`config.mk`:
```
export PLATFORM = sky130hd
export DESIGN_NAME = piece_locker
export DESIGN_NICKNAME = d
export VERILOG_FILES = /design/src/logic/block_pkg.sv /design/src/logic/piece_locker.sv
export SDC_FILE = /design/constraint.sdc
export NUM_CORES = 1
export LEC_CHECK = 0
export BUFFER_PORTS_ARGS = -buffer_cell sky130_fd_sc_hd__buf_4
export CORE_MARGIN = 10
export CORE_UTILIZATION = 30
export CTS_CLUSTER_DIAMETER = 150
export CTS_CLUSTER_SIZE = 14
export DETAILED_ROUTE_END_ITERATION = 8
export HOLD_SLACK_MARGIN = 0.08
export PLACE_DENSITY = 0.53
export SYNTH_ARGS = -nofsm -noshare
export SYNTH_HDL_FRONTEND = slang
export SYNTH_SLANG_ARGS = --single-unit
```
`constraint.sdc`:
```
create_clock -name clk -period 2.45 [get_ports clk]
set_input_delay 0.1225 -clock clk [delete_from_list [all_inputs] [get_ports clk]]
set_output_delay 0.1225 -clock clk [all_outputs]
set_load 0.03 [all_outputs]
```
`src/logic/block_pkg.sv`:
```
`default_nettype none

package block_pkg;

    localparam int BOARD_COLS = 10;
    localparam int BOARD_ROWS = 24;           // Row 0 is the top of the well
    localparam int ROW_W = 5;
    localparam int COL_W = 4;
    localparam int SPAN_W = 4 + (1 << COL_W) - 1;   // One mask row at the widest column offset

    // Row port owners, lower index wins
    localparam int NUM_PORTS = 3;
    localparam int PORT_CLEAR = 0;
    localparam int PORT_LOCK = 1;
    localparam int PORT_CHECK = 2;

    typedef enum logic [2:0] {I, O, T, S, Z, J, L} piece_kind_t;

    typedef struct packed {
        piece_kind_t        kind;
        logic [1:0]         rot;    // Clockwise quarter turns
        logic [COL_W-1:0]   col;    // Left edge of the 4x4 mask
        logic [ROW_W-1:0]   row;    // Top edge of the 4x4 mask
    } piece_pos_t;

    // Bit 4*r+c is mask row r, mask column c
    typedef logic [15:0] piece_mask_t;

    typedef struct packed {
        logic [ROW_W-1:0]       addr;
        logic                   we;
        logic [BOARD_COLS-1:0]  wdata;  // Bit c is column c
    } row_bus_t;

    typedef logic [BOARD_ROWS*BOARD_COLS-1:0] board_t;

    // Places one mask row on the board columns; bits at BOARD_COLS and up fall off the right edge
    function automatic logic [SPAN_W-1:0] row_span(input logic [3:0] cells,
                                                   input logic [COL_W-1:0] col);
        row_span = {{(SPAN_W-4){1'b0}}, cells} << col;
    endfunction

endpackage

`default_nettype wire

```
`src/logic/piece_locker.sv`:
```
`timescale 1ns/1ps
`default_nettype none

module piece_locker (
    input  logic                              clk,
    input  logic                              reset,
    input  logic                              lock,
    input  block_pkg::piece_pos_t             piece,
    input  block_pkg::piece_mask_t            mask,
    input  logic                              grant,
    input  logic [block_pkg::BOARD_COLS-1:0]  rdata,
    input  logic                              clear_done,
    output logic                              req,
    output block_pkg::row_bus_t               bus,
    output logic                              clear_start,
    output logic                              busy
);

    logic                               active;
    logic [1:0]                         idx;
    block_pkg::piece_pos_t              pos_q;
    block_pkg::piece_mask_t             mask_q;
    logic [block_pkg::ROW_W:0]          row_abs;
    logic                               in_board;
    logic [block_pkg::SPAN_W-1:0]       span;

    assign row_abs = {1'b0, pos_q.row} + {{(block_pkg::ROW_W-1){1'b0}}, idx};
    assign in_board = row_abs < (block_pkg::ROW_W+1)'(block_pkg::BOARD_ROWS);
    assign span = block_pkg::row_span(mask_q[4*idx +: 4], pos_q.col);

    // Port stays held through the whole merge so no check slips in between rows
    assign req = active;

    always_comb
    begin
        bus.addr = row_abs[block_pkg::ROW_W-1:0];
        bus.we = in_board;                                          // No write below the floor
        bus.wdata = rdata | span[block_pkg::BOARD_COLS-1:0];        // Cells past column 9 drop
    end

    always_ff @(posedge clk)
    begin
        if (reset)
        begin
            active <= 1'b0;
            idx <= '0;
            busy <= 1'b0;
            clear_start <= 1'b0;
        end
        else
        begin
            clear_start <= 1'b0;
            if (lock && !busy)
            begin
                active <= 1'b1;
                busy <= 1'b1;
                idx <= '0;
            end
            else if (active && grant)
            begin
                idx <= idx + 2'd1;
                if (idx == 2'd3)
                begin
                    active <= 1'b0;
                    clear_start <= 1'b1;    // Hand over to the clearer
                end
            end
            if (clear_done)
                busy <= 1'b0;
        end
    end

    always_ff @(posedge clk)
    begin
        if (lock && !busy)
        begin
            pos_q <= piece;
            mask_q <= mask;
        end
    end

endmodule

`default_nettype wire

```
==> results.ini, run 1 <==
[clock_tree]
htreeDepth = 2
root_buffer = clkbuf_8
cts_tree = yes
clock_insertion_delay_worst_skew_ps = 280
clk_path_buf_depth = 2
clk_pin_slew_ps = 60
cts.sinks = 30
numCtsBuffers = 5

[drt]
vias_per_cell = 4.59
wl_um = 3970
drt_iter0_drc = 51
antenna_left = 0
num_vias = 1222
drt-wirelength-per-cell_um = 14.9
route.detailed.drc = 0
first_pass_iters = 4

[worst_setup_path]
startpoint_type = flop
crit_type = reg -> out
critPathMaxFanout = 9
r2r_end = idx[1]
reg2regPathDepth = 5
critPathLaunch = idx[0]
timing.rr.start = idx[0]
crit_arrival_ps = 2220
worstSetupEndpointType = output pin
worst-r2r-setup-slack_ps = 1250
worstPathRequired_ps = 2330

[sta]
hold_viol_final = 0
min_period_ps = 2340
max_slew_margin = 0.714
maxSlewViolCount = 0
fmax_ghz = 0.428
tightest_slew_ps = 427
finClkSkew_ps = 5.85
fin_tns_setup_ps = 0
setup_violations = 0
fin_crit_sh = 0.955

[power]
irDropWorstVdd_mv = 0.371
power.density_nw_per_um2 = 509
p_leak_uw = 0.00104
p_total_uw = 1240

[placed_design]
place_hpwl_um = 2890
placed_cells = 226
gp_congestion = 0.731
port_buffers = 58

[grt]
antenna_found_initial = 0
grt_pass1_vias = 1367
grt_overflow = 0
grt_max_degree = 30
grt_use_total = 0.0964
grt_pass1_wl_um = 6460

[logic_synthesis]
synthAdderAreaFrac = 0.0380
yosys_warnings = 0
yosys.cell_types.count = 35
yosys.area_share.simple = 0.0734
syn_nets = 151
syn-cell-area_um2 = 1520
synth_xor_area_frac = 0.0231
synth.avg_cell_area_um2 = 14.9
synth-seq-cells = 30
synth-compound-area-share = 0.0883
synthMuxAreaShare = 0.184
synth_seq_area_share = 0.561
syn_inst = 102
synth_top_family_by_area = multiplexers

[die]
row_count = 25
ios = 64
core_um2 = 4820
die_area_um2 = 8300
die_w_um = 91.1
initial_core_util = 0.315
chipHeight_um = 91.1

[hold_path]
whs_endpoint = req
hp-class = in -> reg
min-delay-start = grant
hold_depth = 4

[final_layout]
final_cells = 266
nFillCells = 440
fin_nets = 246
drive_gt1_frac = 0.394
area_growth_pct = 60.6

[outcome]
status = finished clean

[flow_run]
drv_cap = 0

==> sequential cells by signal (all words and copies together) (netlist names) <==
signal and count:
req 1, idx 2, pos_q 9, clear_start 1
busy 1, mask_q 16
==> what timing repair did <==
action | in CTS | in global routing
hold endpoints to repair | 30 | 0
setup endpoints to repair | 0 | 6
resized for setup | 0 | 4
hold buffers | 28 | 0
buffers inserted | 0 | 3
==> power breakdown <==
group / internal (uW) / switching, uW / leakage, uW
clock: 201 / 172 / 0.0000395
combinational: 142 / 115 / 0.000718
sequential: 586 / 21.6 / 0.000283
==> routing by layer <==
metal,part of all wire,global-route usage,up-vias
met2,0.50,0.158,45
met3,0.051,0.0346,10
met5,0,0,-
met1,0.43,0.106,576
met4,0.024,0.0561,0
li1,-,-,591
==> worst max-delay path, cell delays in order (launching register included) <==
cell,delay (ps)
dfxtp_1,350
buf_6,160
mux4_1,580
mux2i_2,210
a21oi_2,100
a221o_1,360
buf_4,170
==> Yosys cell counts, drive strengths merged <==
library cell	n	area, um2
edfxtp	25	751
mux4	8	203
a21o	5	37.5
dfxtp	5	100
inv	5	18.8
mux2i	5	50.1
nor2	5	18.8
nand2	4	15.0
a21oi	3	15.0
ha	3	37.5
nor2b	3	18.8
nor3	3	15.0
xnor2	3	26.3
a221o	2	20.0
buf	2	18.8
clkbuf	2	7.51
mux2	2	26.3
nand2b	2	12.5
o31ai	2	15.0
a211o	1	8.76
a31oi	1	6.26
a32oi	1	8.76
a41o	1	10.0
and3	1	6.26
clkinv	1	3.75
fa	1	20.0
nand3b	1	7.51
nor4b	1	8.76
o21ai	1	5.00
o21bai	1	7.51
or3b	1	8.76
xor2	1	8.76
==> cell type report <==
class	instances	area (um2)	share of cell area
diodes	1	2.50	0.00103
clock buffers	8	80.1	0.0329
inverters	6	26.3	0.0108
multi-input cells	62	627	0.257
flip-flops and latches	30	851	0.349
well taps	67	83.8	0.0344
repair buffers	92	764	0.314
==> layout by cell type, fill, tap and decap left out, types with 2 or more instances in the layout <==
cell / count
buf_4: 63
dlygate4sd3_1: 28
edfxtp_1: 25
mux4_1: 6
a21o_1: 5
inv_1: 5
nor2_1: 5
dfxtp_1: 5
clkbuf_8: 5
nand2_1: 4
mux2i_1: 4
xnor2_1: 3
nor3_1: 3
ha_1: 3
clkbuf_1: 3
nor2b_1: 2
a21oi_1: 2
nand2b_1: 2
a221o_1: 2
mux4_2: 2
o31ai_1: 2
==> worst max-delay path by stage <==
stage / to / depth (start not counted)
floorplan: mask_q[0] / 1
global placement: bus[8] / 6
detailed placement: bus[8] / 6
CTS: bus[10] / 6
global route: bus[8] / 6
finish: bus[8] / 6
==> cells by family after synthesis <==
group                    after synthesis
multiplexers                          15
adder cells (fa/ha/maj)                4
buffers and inverters                 10
AND/OR/NAND/NOR                       21
AO/OA/AOI/OAI                         18
XOR/XNOR                               4
flip-flops                            30
==> metrics by stage <==
stage / hold slack (ps) / area [um2] / util / setup slack (ps)
5_1_grt: 204 / 2430 / 0.505 / -2.83
6_report: 194 / 2430 / 0.505 / 111
3_5_place_dp: 290 / 2030 / 0.422 / 353
2_1_floorplan: 195 / 1520 / - / 319
4_1_cts: 176 / 2390 / 0.497 / 42.7
3_3_place_gp: 287 / 2030 / 0.422 / 377
No activity file was read; power rests on OpenSTA's default activity.
==> inputs of run 2 (changes only) <==
--- a/config.mk
+++ b/config.mk
@@ -12,7 +12,7 @@
 export CTS_CLUSTER_SIZE = 14
 export DETAILED_ROUTE_END_ITERATION = 8
 export HOLD_SLACK_MARGIN = 0.08
-export PLACE_DENSITY = 0.53
+export PLACE_DENSITY_LB_ADDON = 0.12
 export SYNTH_ARGS = -nofsm -noshare
 export SYNTH_HDL_FRONTEND = slang
 export SYNTH_SLANG_ARGS = --single-unit
==> constraint.sdc (replaced) <==
create_clock -name clk -period 2.7 [get_ports clk]
set_input_delay 0.135 -clock clk [delete_from_list [all_inputs] [get_ports clk]]
set_output_delay 0.135 -clock clk [all_outputs]
set_load 0.03 [all_outputs]
==> results.ini, run 2 (synthesized netlist as in run 1, its figures left out) <==
[worst_setup_path]
r2r_end = idx[1]  ; unchanged
path_cells = ha_1 -> inv_1 -> fa_1 -> or3b_2 -> o21ai_0 -> a32oi_1 -> buf_4  ; was buf_6 -> mux4_1 -> mux2i_2 -> a21oi_2 -> a221o_1 -> buf_4
timing.rr.start = idx[0]  ; unchanged
crit_arrival_ps = 2320  ; was 2220 ps
critPathMaxFanout = 10  ; was 9
startpoint_type = flop  ; unchanged
worstSetupEndpointType = output pin  ; unchanged
reg2regPathDepth = 4  ; was 5
cp_slowest_stage_delay_ps = 480  ; was 580 ps
worst-r2r-setup-slack_ps = 1510  ; was 1250 ps
crit_type = reg -> out  ; unchanged
worstPathRequired_ps = 2570  ; was 2330 ps
crit_path_end = bus[10]  ; was bus[8]
critPathLaunch = idx[0]  ; unchanged
cpMaxStageDelayCell = dfxtp_2  ; was mux4_1

[die]
die_w_um = 91.1  ; unchanged
row_count = 25  ; unchanged
initial_core_util = 0.315  ; unchanged
chipHeight_um = 91.1  ; unchanged
ios = 64  ; unchanged
core_um2 = 4820  ; unchanged
die_area_um2 = 8300  ; unchanged

[sta]
holdWs_ps = 191  ; was 194 ps
min_period_ps = 2460
maxSlewViolCount = 0  ; unchanged
rsz0062_at_grt = no
finClkSkew_ps = 1.65  ; was 5.85 ps
max_slew_margin = 0.720  ; was 0.714
fin_crit_sh = 0.911
tightest_slew_ps = 418  ; was 427 ps
hold_viol_final = 0  ; unchanged
fmax_ghz = 0.407
fin_tns_setup_ps = 0  ; unchanged
setup_violations = 0  ; unchanged
timing.final.ws_setup_ps = 240  ; was 111 ps

[power]
irDropWorstVdd_mv = 0.400  ; was 0.371 mV
power.density_nw_per_um2 = 533  ; was 509 nW/um2
p_leak_uw = 0.00105  ; was 0.00104 uW

[clock_tree]
cts_tree = yes  ; unchanged
clk_path_buf_depth = 2  ; unchanged
htreeDepth = 2  ; unchanged
cts.sinks = 30  ; unchanged
numCtsBuffers = 5  ; unchanged
clock_insertion_delay_worst_skew_ps = 280  ; about the same
root_buffer = clkbuf_8  ; unchanged
clk_pin_slew_ps = 60  ; about the same
post_cts_buffers = 0  ; unchanged

[placed_design]
port_buffers = 58  ; unchanged
place_hpwl_um = 2840  ; was 2890 um
gp_congestion = 0.731  ; about the same
dpl_worst_slack_ps = 349  ; was 353 ps
placed_area_um2 = 2030  ; about the same

[final_layout]
final_cell_mix = buf_4 (60), dlygate4sd3_1 (28), edfxtp_1 (25)  ; was buf_4 (63), dlygate4sd3_1 (28), edfxtp_1 (25)
area_growth_pct = 61.3  ; was 60.6%
final_area_um2 = 2450  ; was 2430 um2
num_antenna_cells = 0  ; was 1
fin_util = 0.508  ; was 0.505
regMostFlops = mask_q  ; unchanged
fin_nets = 242  ; was 246
mostFrequentLayoutCell = buf_4  ; unchanged
top_regs = mask_q x16, pos_q x9, idx x2  ; unchanged
drive_gt1_frac = 0.392  ; was 0.394
largest_register_ffs = 16  ; unchanged

[drt]
drt_iter0_drc = 33  ; was 51
first_pass_iters = 4  ; unchanged
wl_um = 3690  ; was 3970 um
num_vias = 1153  ; was 1,222
vias_per_cell = 4.42  ; was 4.59
route.detailed.drc = 0  ; unchanged
antenna_left = 0  ; unchanged
drt-wirelength-per-cell_um = 14.1  ; was 14.9 um

[grt]
grt_util_met3 = 0.0346  ; unchanged
grt_overflow = 0  ; unchanged
grt_pass1_vias = 1261  ; was 1,367
grt_max_degree = 30  ; unchanged
met1_usage = 0.109  ; was 0.106
grt_pass1_wl_um = 6220  ; was 6460 um
grt_use_total = 0.0918  ; was 0.0964
antenna_found_initial = 0  ; unchanged
met2_usage = 0.146  ; was 0.158
top_usage_layer = met2  ; unchanged

[flow_run]
drv_cap = 0  ; unchanged

[outcome]
status = finished clean  ; unchanged

[hold_path]
hp-class = in -> reg  ; unchanged

run 2: changes by cell type in the layout (fill, tap and decap cells not counted), moves of 2 or more:
cell / change
buf_4: -3
bufinv_16: +2
clkbuf_1: -3
dfxtp_1: -2
dfxtp_2: +2
run 2: layer usage:
| metal | share of wire | vias to the layer above | wire length (um) |
|---|---|---|---|
| met5 | 0 | - | 0 |
| met4 | 0.015 | 0 | 54 |
| met3 | 0.062 | 7 | 229 |
| met2 | 0.48 | 44 | 1770 |
| met1 | 0.44 | 520 | 1640 |
| li1 | - | 582 | - |
run 2: how the worst min path moves through the flow:
| stage | startpoint | to | slack [ps] | depth (start not counted) |
|---|---|---|---|---|
| 3_5_place_dp | clear_done | busy | 300 | 2 |
| 3_3_place_gp | clear_done | busy | 300 | 2 |
| 4_1_cts | grant | req | 180 | 4 |
| 2_1_floorplan | reset | req | 210 | 1 |
| 6_report | grant | req | 190 | 4 |
| 5_1_grt | grant | clear_start | 240 | 3 |
run 2: critical path: cells and delay by family, from the launching register on:
kind,cells,cell delay (ps)
buffers and inverters,2,240
AOI/OAI and AO/OA,2,220
adders and majority gates,2,640
DFF,1,480
and+or+nand+nor,1,470
run 2: what timing repair did:
action,4_1_cts,5_1_grt
hold buffers,28,0
resized for setup,0,3
endpoints found under the setup margin,0,3
endpoints found under the hold margin,30,0
run 2: layout make-up:
cell class                      instances  area (um2)
Multi-Input combinational cell         62         619
Timing Repair Buffer                   88         731
Inverter                                6        26.3
Clock buffer                            5        68.8
Sequential cell                        30         853
Fill cell                             428        2370
Tap cell                               67        83.8
Clock inverter                          3        63.8
run 2: stage by stage:
step,total power [uW],cells
2_1_floorplan,666,102
3_3_place_gp,754,225
3_5_place_dp,759,225
4_1_cts,1320,261
5_1_grt,1370,261
6_report,1300,261
run 2: power breakdown:
part	switching, uW	total, uW	internal, uW
logic	100	226	126
clock network	160	525	365
registers	20.3	552	532
==> inputs of run 3 (changes only) <==
==> constraint.sdc (replaced) <==
create_clock -name clk -period 2.7 [get_ports clk]
set_input_delay 0.135 -clock clk [delete_from_list [all_inputs] [get_ports clk]]
set_output_delay 0.135 -clock clk [all_outputs]
set_load 0.05 [all_outputs]
==> results.ini, run 3 (synthesized netlist as in run 1, its figures left out) <==
[sta]
holdWs_ps = 183  ; was 191 ps
fin_tns_setup_ps = 0  ; unchanged
maxSlewViolCount = 0  ; unchanged
fin_crit_sh = 0.907  ; was 0.911
hold_viol_final = 0  ; unchanged
max_slew_margin = 0.722  ; was 0.720
fmax_ghz = 0.409  ; was 0.407 GHz
rsz0062_at_grt = no  ; unchanged
tightest_slew_ps = 416  ; was 418 ps
min_period_ps = 2450  ; was 2460 ps
finClkSkew_ps = 5.94  ; was 1.65 ps
setup_violations = 0  ; unchanged

[power]
power.density_nw_per_um2 = 486  ; was 533 nW/um2
p_comb_frac = 0.222  ; was 0.173
pwr-share-seq = 0.471  ; was 0.424
p_leak_uw = 0.00103  ; was 0.00105 uW
p_int_uw = 866  ; was 1020 uW
p_clk_frac = 0.306  ; was 0.403
p_sw_frac = 0.259  ; was 0.216
irDropWorstVdd_mv = 0.326  ; was 0.400 mV
p_total_uw = 1170  ; was 1300 uW
power.switching_uw = 302  ; was 281 uW

[drt]
route.detailed.drc = 0  ; unchanged
antenna_left = 0  ; unchanged
drt-wirelength-per-cell_um = 14.3  ; was 14.1 um
drt_iter0_drc = 36  ; was 33
wl_um = 3750  ; was 3690 um
num_vias = 1164  ; was 1,153
first_pass_iters = 4  ; unchanged
vias_per_cell = 4.46  ; was 4.42

[clock_tree]
clk_path_buf_depth = 2  ; unchanged
cts.sinks = 30  ; unchanged
clock_insertion_delay_worst_skew_ps = 280  ; about the same
clk_pin_slew_ps = 60  ; about the same
root_buffer = clkbuf_8  ; unchanged
post_cts_buffers = 0  ; unchanged
htreeDepth = 2  ; unchanged
cts_tree = yes  ; unchanged
numCtsBuffers = 5  ; unchanged

[worst_setup_path]
startpoint_type = flop  ; unchanged
worstPathRequired_ps = 2570  ; about the same
r2r_end = busy  ; was idx[1]
reg2regPathDepth = 3  ; was 4
crit_arrival_ps = 2310  ; was 2320 ps
cpMaxStageDelayCell = fa_1  ; was dfxtp_2
path_cells = clkinvlp_4 -> fa_1 -> or3b_2 -> o21ai_0 -> a32oi_1 -> buf_4  ; was ha_1 -> inv_1 -> fa_1 -> or3b_2 -> o21ai_0 -> a32oi_1 -> buf_4
worstSetupEndpointType = output pin  ; unchanged
crit_type = reg -> out  ; unchanged
critPathMaxFanout = 6  ; was 10
cp_slowest_stage_delay_ps = 510  ; was 480 ps
timing.rr.start = busy  ; was idx[0]
worst-r2r-setup-slack_ps = 1530  ; was 1510 ps

[die]
core_um2 = 4820  ; unchanged
chipHeight_um = 91.1  ; unchanged
die_w_um = 91.1  ; unchanged
ios = 64  ; unchanged
row_count = 25  ; unchanged
die_area_um2 = 8300  ; unchanged
initial_core_util = 0.315  ; unchanged

[final_layout]
largest_register_ffs = 16  ; unchanged
fin_nets = 242  ; unchanged
regArea_um2 = 852  ; was 853 um2
num_antenna_cells = 0  ; unchanged
mostFrequentLayoutCell = buf_4  ; unchanged
area_growth_pct = 58.4  ; was 61.3%
final_cell_mix = buf_4 (60), dlygate4sd3_1 (28), edfxtp_1 (25)  ; unchanged
multi_input_area_um2 = 619  ; unchanged
top_regs = mask_q x16, pos_q x9, idx x2  ; unchanged
regMostFlops = mask_q  ; unchanged
fin_util = 0.499  ; was 0.508
drive_gt1_frac = 0.381  ; was 0.392
nFillCells = 438  ; was 428

[flow_run]
drv_cap = 0  ; unchanged

[placed_design]
port_buffers = 58  ; unchanged
place_hpwl_um = 2860  ; was 2840 um
gp_congestion = 0.733  ; was 0.731

[grt]
grt_max_degree = 30  ; unchanged
grt_pass1_vias = 1253  ; was 1,261
grt_use_total = 0.0894  ; was 0.0918
antenna_found_initial = 0  ; unchanged
grt_overflow = 0  ; unchanged
grt_pass1_wl_um = 6090  ; was 6220 um

[hold_path]
hp-class = in -> reg  ; unchanged
whs_endpoint = req  ; unchanged
min-delay-start = grant  ; unchanged
hold_depth = 4  ; unchanged

[outcome]
status = finished clean  ; unchanged

## run 3: final cells by class
cell class,count,area share
flip-flops and latches,30,0.355
repair buffers,88,0.304
multi-input cells,62,0.258
clock buffers,8,0.0375
well taps,67,0.0349
inverters,6,0.0109
## run 3: worst max-delay path, delay by kind of cell, from the launching register on
family | cells | cell delay (ps)
buf+inv | 2 | 400
compound gates | 2 | 240
simple gates | 1 | 470
flops | 1 | 410
fa+ha+maj | 1 | 510
## run 3: how the worst max path moves through the flow
stage | startpoint | to | slack, ps | depth (start not counted)
2_1_floorplan | idx[0] | bus[3] | 370 | 5
6_report | idx[1] | bus[10] | 250 | 6
3_3_place_gp | idx[1] | bus[10] | 410 | 6
5_1_grt | idx[1] | bus[10] | 70 | 6
4_1_cts | idx[1] | bus[10] | 50 | 6
3_5_place_dp | idx[1] | bus[10] | 350 | 6
## run 3: routing by layer
| layer | track usage | up-vias | part of all wire |
|---|---|---|---|
| met2 | 0.145 | 45 | 0.48 |
| li1 | - | 582 | - |
| met5 | 0 | - | 0 |
| met4 | 0.0352 | 0 | 0.0085 |
| met3 | 0.0354 | 4 | 0.074 |
| met1 | 0.103 | 533 | 0.43 |
## run 3: power groups by stage
stage / sequential (uW) / clock [uW] / combinational, uW
final: 550 / 358 / 260
after global placement: 559 / 0 / 226
after detailed placement: 560 / 0 / 229
after CTS: 551 / 370 / 262
after floorplan: 558 / 0 / 138
after global routing: 553 / 395 / 277
## run 3: stage by stage
| stage | setup slack [ps] | instance area (um2) | cells |
|---|---|---|---|
| 2_1_floorplan | 367 | 1520 | 102 |
| 3_3_place_gp | 410 | 2030 | 225 |
| 3_5_place_dp | 352 | 2030 | 225 |
| 4_1_cts | 49.4 | 2400 | 261 |
| 5_1_grt | 69.9 | 2400 | 261 |
| 6_report | 252 | 2400 | 261 |
## run 3: repair_timing
item                                    CTS  global route
endpoints found under the hold margin    30             0
endpoints found under the setup margin    0             1
hold buffers                             28             0
resized for setup                         0             2
